**src/logic/commit_pkg.sv**
```systemverilog
/*
 * Shared types for the dual-port commit stage.
 * Holds the widths, unit and operation encodings, the scoreboard entry
 * layout and the small decode helpers used by every commit block.
 */
`default_nettype none

package commit_pkg;

  // ------------------------------
  // widths
  // ------------------------------
  localparam int unsigned XLEN          = 32;
  localparam int unsigned VLEN          = 32;
  localparam int unsigned REG_ADDR_BITS = 5;
  localparam int unsigned TRANS_ID_BITS = 3;
  localparam int unsigned FFLAGS_BITS   = 5;

  // functional unit that executed the entry
  typedef enum logic [3:0] {
    NONE,
    LOAD,
    STORE,
    ALU,
    CTRL_FLOW,
    MULT,
    CSR,
    FPU
  } fu_t;

  // operation subset seen at commit
  // ADD doubles as the CSR no-op
  typedef enum logic [4:0] {
    ADD,
    CSR_RW,
    CSR_RS,
    FENCE,
    FENCE_I,
    SFENCE_VMA,
    AMO_SWAP,
    AMO_ADD,
    FADD,
    FLW,
    FCVT_W,
    LW
  } fu_op_t;

  // ------------------------------
  // exception word
  // ------------------------------
  // trap entries use the full cause number
  // fpu entries carry accrued flags in the low bits instead
  typedef union packed {
    logic [XLEN-1:0] num;
    struct packed {
      logic [XLEN-FFLAGS_BITS-1:0] pad;
      logic [FFLAGS_BITS-1:0]      flags;
    } fp;
  } ex_cause_u;

  typedef struct packed {
    logic            valid;
    ex_cause_u       cause;
    logic [XLEN-1:0] tval;
  } exception_t;

  // one scoreboard slot as presented by the issue side
  typedef struct packed {
    logic [VLEN-1:0]          pc;
    logic [TRANS_ID_BITS-1:0] trans_id;
    fu_t                      fu;
    fu_op_t                   op;
    logic [REG_ADDR_BITS-1:0] rd;
    logic [XLEN-1:0]          result;
    logic                     valid;
    exception_t               ex;
  } scoreboard_entry_t;

  // ------------------------------
  // decode helpers
  // ------------------------------
  function automatic logic is_amo(input fu_op_t op);
    return op inside {AMO_SWAP, AMO_ADD};
  endfunction

  // fcvt.w lands in the integer file so it is not listed
  function automatic logic is_rd_fpr(input fu_op_t op);
    return op inside {FADD, FLW};
  endfunction

endpackage

`default_nettype wire

```
**src/logic/commit_grant_if.sv**
```systemverilog
/*
 * Per-port acknowledge and FP-write grant levels.
 * Port 0 drives its pair, port 1 chains off ack0, the CSR path reads all.
 */
`timescale 1ns/100ps
`default_nettype none

interface commit_grant_if ();

  // port 0 acknowledge and undropped fpr write
  logic ack0;
  logic fpr0;
  // port 1 acknowledge and undropped fpr write
  logic ack1;
  logic fpr1;

  modport port0_mp (output ack0, output fpr0);

  // port 1 may only retire behind port 0
  modport port1_mp (input ack0, output ack1, output fpr1);

  modport csr_mp (input ack0, input fpr0, input ack1, input fpr1);

endinterface

`default_nettype wire

```
**src/logic/commit_csr_path.sv**
```systemverilog
/*
 * CSR side of the commit stage.
 * Presents the head CSR operation, merges FPU flags of both ports into
 * one fflags write and marks the FP state dirty.
 */
`timescale 1ns/100ps
`default_nettype none

module commit_csr_path import commit_pkg::*; (
  input  wire scoreboard_entry_t instr0_i,
  input  wire scoreboard_entry_t instr1_i,
  input  wire logic [1:0]        drop_i,
  output fu_op_t                 csr_op_o,
  output logic [XLEN-1:0]        csr_wdata_o,
  output logic                   csr_write_fflags_o,
  output logic                   dirty_fp_state_o,
  commit_grant_if.csr_mp         grant_if
);

  logic                   csr_head;
  logic                   flags0_en;
  logic                   flags1_en;
  logic [FFLAGS_BITS-1:0] flags0;
  logic [FFLAGS_BITS-1:0] flags1;

  // head csr is shown even while held
  // the csr file needs the op to raise its own fault
  assign csr_head = instr0_i.valid && !instr0_i.ex.valid && instr0_i.fu == CSR;

  // ------------------------------
  // fflags merge
  // ------------------------------
  assign flags0_en = grant_if.ack0 && !drop_i[0] && instr0_i.fu == FPU;
  assign flags1_en = grant_if.ack1 && !drop_i[1] && instr1_i.fu == FPU;

  // fpu entries reuse the cause word for their accrued flags
  assign flags0 = flags0_en ? instr0_i.ex.cause.fp.flags : '0;
  assign flags1 = flags1_en ? instr1_i.ex.cause.fp.flags : '0;

  always_comb begin : csr_drive
    csr_op_o           = ADD;
    csr_wdata_o        = '0;
    csr_write_fflags_o = 1'b0;
    if (csr_head) begin
      csr_op_o    = instr0_i.op;
      csr_wdata_o = instr0_i.result;
    end else if (flags0_en || flags1_en) begin
      // one write carries both ports
      csr_wdata_o        = {{(XLEN-FFLAGS_BITS){1'b0}}, flags0 | flags1};
      csr_write_fflags_o = 1'b1;
    end
  end

  // any retiring fp work dirties the fs field
  assign dirty_fp_state_o = (grant_if.ack0 && (instr0_i.fu == FPU || grant_if.fpr0))
                            || (grant_if.ack1 && (instr1_i.fu == FPU || grant_if.fpr1));

endmodule

`default_nettype wire

```
**src/logic/commit_exception_sel.sv**
```systemverilog
/*
 * Trap selection for the scoreboard head.
 * Earlier pipeline exceptions win over a fault raised by the CSR file.
 */
`timescale 1ns/100ps
`default_nettype none

module commit_exception_sel import commit_pkg::*; (
  input  wire logic              halt_i,
  input  wire scoreboard_entry_t instr0_i,
  input  wire logic              drop0_i,
  input  wire exception_t        csr_exception_i,
  output exception_t             exception_o
);

  always_comb begin : trap_select
    exception_o = '0;

    // only a live head can trap
    if (instr0_i.valid && !drop0_i) begin
      // csr fault
      // the entry tval still holds the instruction bits from decode
      if (csr_exception_i.valid) begin
        exception_o      = csr_exception_i;
        exception_o.tval = instr0_i.ex.tval;
      end
      // earlier faults such as fetch page faults take precedence
      if (instr0_i.ex.valid) begin
        exception_o = instr0_i.ex;
      end
    end

    // halted core takes no trap
    if (halt_i) begin
      exception_o.valid = 1'b0;
    end
  end

endmodule

`default_nettype wire

```
**src/logic/commit_port0_ctrl.sv**
```systemverilog
/*
 * Commit decision for the scoreboard head.
 * Drives the port 0 acknowledge, register writeback and the LSU, CSR,
 * fence and AMO strobes, holding the entry while a side unit is busy.
 */
`timescale 1ns/100ps
`default_nettype none

module commit_port0_ctrl import commit_pkg::*; (
  input  wire logic              halt_i,
  input  wire scoreboard_entry_t instr0_i,
  input  wire logic              drop0_i,
  input  wire logic              commit_lsu_ready_i,
  input  wire logic              no_st_pending_i,
  input  wire logic              amo_ack_i,
  input  wire logic [XLEN-1:0]   amo_result_i,
  input  wire logic [XLEN-1:0]   csr_rdata_i,
  input  wire logic              csr_exception_valid_i,
  output logic                   we_gpr0_o,
  output logic [XLEN-1:0]        wdata0_o,
  output logic                   commit_lsu_o,
  output logic                   commit_csr_o,
  output logic                   fence_o,
  output logic                   fence_i_o,
  output logic                   sfence_vma_o,
  output logic                   flush_commit_o,
  output logic                   amo_valid_commit_o,
  commit_grant_if.port0_mp       grant_if
);

  logic instr0_is_amo;
  // acknowledge before it goes onto the interface
  logic ack;
  // undropped write request, still subject to ack
  logic wr_gpr;
  logic wr_fpr;

  assign instr0_is_amo = is_amo(instr0_i.op);

  // ------------------------------
  // commit decision
  // ------------------------------
  always_comb begin : head_commit
    ack                = 1'b0;
    wr_gpr             = 1'b0;
    wr_fpr             = 1'b0;
    commit_lsu_o       = 1'b0;
    commit_csr_o       = 1'b0;
    fence_o            = 1'b0;
    fence_i_o          = 1'b0;
    sfence_vma_o       = 1'b0;
    flush_commit_o     = 1'b0;
    amo_valid_commit_o = 1'b0;
    // amo data arrives from the cache, everything else from the entry
    wdata0_o = (instr0_is_amo && amo_ack_i) ? amo_result_i : instr0_i.result;

    // nothing retires while the controller asks for a halt
    if (instr0_i.valid && !halt_i) begin
      if (instr0_i.ex.valid) begin
        // faulting entry only leaves when it is being dropped
        ack = drop0_i;
      end else begin
        ack = 1'b1;

        // pick the destination file
        if (!drop0_i) begin
          if (is_rd_fpr(instr0_i.op)) begin
            wr_fpr = 1'b1;
          end else begin
            wr_gpr = 1'b1;
          end
        end

        // store goes to the lsu commit buffer
        // amos also sit in the store unit but take their own path below
        if (instr0_i.fu == STORE && !instr0_is_amo) begin
          commit_lsu_o = commit_lsu_ready_i;
          ack          = commit_lsu_ready_i;
        end

        // csr instruction
        // stall while the csr file reports a fault, the trap path takes over
        if (instr0_i.fu == CSR && !drop0_i) begin
          if (csr_exception_valid_i) begin
            ack = 1'b0;
          end else begin
            commit_csr_o = 1'b1;
            wdata0_o     = csr_rdata_i;
          end
        end

        // ------------------------------
        // fences
        // ------------------------------
        // all three wait for the store buffer to drain
        if (instr0_i.op == FENCE && !drop0_i) begin
          fence_o = no_st_pending_i;
          ack     = no_st_pending_i;
        end
        if (instr0_i.op == FENCE_I && !drop0_i) begin
          fence_i_o = no_st_pending_i;
          ack       = no_st_pending_i;
        end
        // tlb flush is idempotent so replay after a trap is harmless
        if (instr0_i.op == SFENCE_VMA && !drop0_i) begin
          sfence_vma_o = no_st_pending_i;
          ack          = no_st_pending_i;
        end

        // amo holds until the response then flushes the pipeline
        if (instr0_is_amo) begin
          amo_valid_commit_o = 1'b1;
          flush_commit_o     = amo_ack_i;
          ack                = amo_ack_i;
        end
      end
    end
  end

  // writes only happen on the cycle the entry leaves
  assign we_gpr0_o     = wr_gpr & ack;
  assign grant_if.fpr0 = wr_fpr & ack;
  assign grant_if.ack0 = ack;

endmodule

`default_nettype wire

```
**src/logic/commit_port1_ctrl.sv**
```systemverilog
/*
 * Second commit port.
 * Retires a simple instruction alongside the head when port 0 commits
 * something that cannot redirect or serialize the pipeline.
 */
`timescale 1ns/100ps
`default_nettype none

module commit_port1_ctrl import commit_pkg::*; (
  input  wire logic              halt_i,
  input  wire logic              single_step_i,
  input  wire scoreboard_entry_t instr0_i,
  input  wire scoreboard_entry_t instr1_i,
  input  wire logic              drop1_i,
  output logic                   we_gpr1_o,
  output logic [XLEN-1:0]        wdata1_o,
  commit_grant_if.port1_mp       grant_if
);

  // head does not block a pairing
  logic head_ok;
  // second entry is of a kind that may pair
  logic instr1_ok;
  logic ack;

  // csr and amo heads serialize so nothing retires beside them
  assign head_ok = grant_if.ack0 && !halt_i && !single_step_i
                   && instr0_i.fu != CSR && !is_amo(instr0_i.op);

  // faulting entries must wait to become the head
  assign instr1_ok = instr1_i.valid && !instr1_i.ex.valid
                     && (instr1_i.fu inside {ALU, LOAD, CTRL_FLOW, MULT, FPU});

  assign ack = head_ok && instr1_ok;

  // ------------------------------
  // writeback
  // ------------------------------
  assign we_gpr1_o     = ack && !drop1_i && !is_rd_fpr(instr1_i.op);
  assign grant_if.fpr1 = ack && !drop1_i && is_rd_fpr(instr1_i.op);
  assign grant_if.ack1 = ack;

  // data path needs no qualification
  assign wdata1_o = instr1_i.result;

endmodule

`default_nettype wire

```
**src/logic/commit_stage_top.sv**
```systemverilog
/*
 * Dual-port commit stage top.
 * Purely combinational retire logic between the scoreboard head and the
 * register files, LSU, CSR file and controller.
 */
`timescale 1ns/100ps
`default_nettype none

module commit_stage_top import commit_pkg::*; (
  input  wire logic                          halt_i,
  input  wire logic                          single_step_i,
  input  wire scoreboard_entry_t             commit_instr0_i,
  input  wire scoreboard_entry_t             commit_instr1_i,
  input  wire logic [1:0]                    commit_drop_i,
  input  wire logic                          amo_ack_i,
  input  wire logic [XLEN-1:0]               amo_result_i,
  input  wire logic [XLEN-1:0]               csr_rdata_i,
  input  wire exception_t                    csr_exception_i,
  input  wire logic                          commit_lsu_ready_i,
  input  wire logic                          no_st_pending_i,
  output logic [1:0]                         commit_ack_o,
  output logic [1:0][REG_ADDR_BITS-1:0]      waddr_o,
  output logic [1:0][XLEN-1:0]               wdata_o,
  output logic [1:0]                         we_gpr_o,
  output logic [1:0]                         we_fpr_o,
  output logic [VLEN-1:0]                    pc_o,
  output logic [TRANS_ID_BITS-1:0]           commit_tran_id_o,
  output fu_op_t                             csr_op_o,
  output logic [XLEN-1:0]                    csr_wdata_o,
  output logic                               csr_write_fflags_o,
  output logic                               dirty_fp_state_o,
  output exception_t                         exception_o,
  output logic                               commit_lsu_o,
  output logic                               commit_csr_o,
  output logic                               amo_valid_commit_o,
  output logic                               fence_o,
  output logic                               fence_i_o,
  output logic                               sfence_vma_o,
  output logic                               flush_commit_o
);

  commit_grant_if u_grant ();

  // ------------------------------
  // field wiring
  // ------------------------------
  assign waddr_o[0]       = commit_instr0_i.rd;
  assign waddr_o[1]       = commit_instr1_i.rd;
  assign pc_o             = commit_instr0_i.pc;
  assign commit_tran_id_o = commit_instr0_i.trans_id;

  assign commit_ack_o = {u_grant.ack1, u_grant.ack0};
  assign we_fpr_o     = {u_grant.fpr1, u_grant.fpr0};

  commit_port0_ctrl u_port0 (
    .halt_i                (halt_i),
    .instr0_i              (commit_instr0_i),
    .drop0_i               (commit_drop_i[0]),
    .commit_lsu_ready_i    (commit_lsu_ready_i),
    .no_st_pending_i       (no_st_pending_i),
    .amo_ack_i             (amo_ack_i),
    .amo_result_i          (amo_result_i),
    .csr_rdata_i           (csr_rdata_i),
    .csr_exception_valid_i (csr_exception_i.valid),
    .we_gpr0_o             (we_gpr_o[0]),
    .wdata0_o              (wdata_o[0]),
    .commit_lsu_o          (commit_lsu_o),
    .commit_csr_o          (commit_csr_o),
    .fence_o               (fence_o),
    .fence_i_o             (fence_i_o),
    .sfence_vma_o          (sfence_vma_o),
    .flush_commit_o        (flush_commit_o),
    .amo_valid_commit_o    (amo_valid_commit_o),
    .grant_if              (u_grant.port0_mp)
  );

  // second port chains off the head acknowledge
  commit_port1_ctrl u_port1 (
    .halt_i        (halt_i),
    .single_step_i (single_step_i),
    .instr0_i      (commit_instr0_i),
    .instr1_i      (commit_instr1_i),
    .drop1_i       (commit_drop_i[1]),
    .we_gpr1_o     (we_gpr_o[1]),
    .wdata1_o      (wdata_o[1]),
    .grant_if      (u_grant.port1_mp)
  );

  commit_csr_path u_csr (
    .instr0_i           (commit_instr0_i),
    .instr1_i           (commit_instr1_i),
    .drop_i             (commit_drop_i),
    .csr_op_o           (csr_op_o),
    .csr_wdata_o        (csr_wdata_o),
    .csr_write_fflags_o (csr_write_fflags_o),
    .dirty_fp_state_o   (dirty_fp_state_o),
    .grant_if           (u_grant.csr_mp)
  );

  commit_exception_sel u_exc (
    .halt_i          (halt_i),
    .instr0_i        (commit_instr0_i),
    .drop0_i         (commit_drop_i[0]),
    .csr_exception_i (csr_exception_i),
    .exception_o     (exception_o)
  );

endmodule

`default_nettype wire

```
**config.mk**
```make
export PLATFORM = sky130hd
export DESIGN_NAME = commit_stage_top
export DESIGN_NICKNAME = d
export VERILOG_FILES = /design/src/logic/commit_pkg.sv /design/src/logic/commit_grant_if.sv /design/src/logic/commit_csr_path.sv /design/src/logic/commit_exception_sel.sv /design/src/logic/commit_port0_ctrl.sv /design/src/logic/commit_port1_ctrl.sv /design/src/logic/commit_stage_top.sv
export SDC_FILE = /design/constraint.sdc
export NUM_CORES = 1
export LEC_CHECK = 0
export ABC_CLOCK_PERIOD_IN_PS = 2170
export BUFFER_PORTS_ARGS = -buffer_cell sky130_fd_sc_hd__buf_2
export CAP_MARGIN = 10
export CORE_AREA = 2 2 252 254
export DETAILED_ROUTE_END_ITERATION = 12
export DIE_AREA = 0 0 254 256
export GPL_TIMING_DRIVEN = 0
export PLACE_DENSITY_LB_ADDON = 0.05
export SLEW_MARGIN = 20
export SYNTH_ARGS = -nofsm -noshare
export SYNTH_HDL_FRONTEND = slang
export SYNTH_SLANG_ARGS = --single-unit
```
**constraint.sdc**
```tcl
create_clock -name vclk -period 2.17
set_clock_uncertainty 0.05 [all_clocks]
set_input_delay 0.3255 -clock vclk [all_inputs]
set_output_delay 0.3255 -clock vclk [all_outputs]
set_load 0.01 [all_outputs]
```
==> results.cfg <==
[run_status]
outcome = finished, violations left
violations = negative setup slack

[final_layout]
nClkBuffers = 0
drive_gt1_share_pct = 78.89
syn2layout_area_growth_pct = 179.2
seq_cells = 0
multi_input_area_um2 = 2446
layout_commonest_cell = buf_2
layout_common_cells = buf_2, buf_4, buf_6
fin_nets = 1332
fill_cells = 7419
register_area_um2 = 0

[grt]
grt_pass1_wl_um = 38330
grt_max_degree = 11
grt_use_total_pct = 8.130
grt_overflow = 0
grt_pass1_vias = 5139
antenna_found_initial = 5

[place]
hpwlAfterDp_um = 25300
io_buffers = 451
dp_slack_ns = -1.182
routabilityCongestion = 0.7406

[routing]
routedWlPerCell_um = 16.63
drc = 0
avgViaCountPerCell = 2.764
ant_nets = 0
drt-initial-drc-count = 121
wl_um = 29090
vias = 4835
dr.pass1.iters = 4

[synth]
synthAdderAreaFrac_pct = 0
synth-simple-area-share_pct = 38.11
ys_types = 45
synth.net_count = 847
synth-xor-area-share_pct = 0
avgSynthCellArea_um2 = 6.496
synth_seq_area_share_pct = 0
synth_top_family_by_area = simple AND/OR/NAND/NOR gates
syn_inst = 417
synth_warnings = 0
syn-cell-area_um2 = 2709
synth.area.mux_share_pct = 13.30
synth_compound_area_share_pct = 20.74

[die]
num_rows = 92
coreArea_um2 = 62390
die_h_um = 256
die_area_um2 = 65020
die_w_um = 254
ioPinCount = 656
start_util_pct = 4.342

[timing]
maxSlewHeadroom_pct = 69.00
final.min_clock_period_ns = 2.311
slew_violations = 0
rsz0062_at_grt = yes
setup_viol = 58
hold_viol_final = 0
layout_setup_ws_ns = -0.1411
fmax_ghz = 0.4327
tightest_slew_ns = 0.4586
period_share_pct = 106.5

[power_and_ir_drop]
power_leakage_nw = 3.942
powerDensity_nw_per_um2 = 129.6
vdd_drop_max_mv = 0.04316
total_power_mw = 0.9802

[critical_path]
cp_max_fo = 5
path_depth = 8
cp-end-kind = output port
cp_slowest_stage_delay_ns = 0.53
cpLargestDelayFamily = compound AO/OA/AOI/OAI gates
critPathKind = in -> out
crit_buf_inv = 3
worstPathRequired_ns = 1.79
worstSetupStartpointType = input port
worst_path_max_delay_cell = or4_4
cp-endpoint = csr_wdata_o[1]
crit_start = no_st_pending_i
critical_path.cell_chain = buf_6 -> or4_4 -> a21oi_4 -> a21o_1 -> a2111oi_4 -> buf_12 -> a21o_1 -> buf_4
cp.arrival_ns = 1.94
crit_top_cell = a21o_1

[worst_hold_path]
hp-class = in -> out

[job]
maxCapViolCount = 0

[clock_network]
cts_hold_buffers = 0
## cell usage after synthesis (all sizes together) (2+ instances only)
cell    count  area share, %
a21o        6            1.7
a21oi       4           0.88
a22o        5            1.6
a22oi      27            7.5
and2       66             15
and3b       2           0.65
buf        96             25
clkbuf     14            2.0
inv         3           0.42
mux2i      36             13
nand2      37            5.1
nand2b      6            1.4
nand3b      3           0.83
nand4b      2           0.65
nor2       44            6.1
nor3        6            1.3
nor3b       2           0.92
nor4        2           0.46
nor4b       4            1.8
o21ai      35            6.6
or2         2           0.46
or4         2           0.55
## worst min path at each step
stage	start	depth (start not counted)	end
after global routing	commit_instr0_i[142]	2	pc_o[27]
after global placement	commit_instr0_i[115]	2	pc_o[0]
final	commit_instr1_i[85]	2	wdata_o[51]
after CTS	commit_instr1_i[76]	2	wdata_o[42]
after detailed placement	commit_instr1_i[76]	2	wdata_o[42]
after floorplan	halt_i	1	exception_o[64]
## where the power goes
group	internal [mW]	leakage [nW]	switching (mW)	total, mW
logic	0.514	3.94	0.467	0.980
clock network	0.0000000847	0.0000190	0	0.0000000848
registers	0	0	0	0
total	0.514	3.94	0.467	0.980
## cells by family (layout without fill, tap and decap cells)
| family | Yosys count | after routing |
|---|---|---|
| AOI/OAI and AO/OA | 83 | 83 |
| buffers and inverters | 113 | 596 |
| muxes | 36 | 36 |
| other | 0 | 3 |
| and+or+nand+nor | 185 | 185 |
## per-layer routing
metal / vias up / track usage [%] / wire length, um
met5: - / 0 / 49
met3: 10 / 3.326 / 3195
met2: 275 / 14.61 / 14240
li1: 2323 / - / -
met4: 8 / 0 / 73
met1: 2219 / 9.507 / 11530
## layout make-up
class                           instances  area share [%]
Tap cell                              846           14.00
Antenna cell                            3         0.09927
Buffer                                103           11.55
Inverter                                3          0.1489
Timing Repair Buffer                  490           41.86
Multi-Input combinational cell        304           32.35
## through the flow
step           TNS (ns)  hold WS, ns  area, um2  cells  util (%)
4_1_cts          -5.474       0.7860       7127   1742     11.42
6_report         -2.783       0.7847       7562   1749     12.12
5_1_grt          -9.975       0.7878       7555   1746     12.11
3_5_place_dp    -101.89       0.7848       6046   1714     9.690
3_3_place_gp    -126.51       0.7872       6025   1714     9.656
2_1_floorplan         0       0.6485       2709    417         -
## what timing repair did
item	4_1_cts	5_1_grt
pin swaps	53	50
endpoints found under the setup margin	143	127
cloned	9	2
setup buffers	20	13
resized for setup	214	132
No activity file was read; power rests on OpenSTA's default activity.
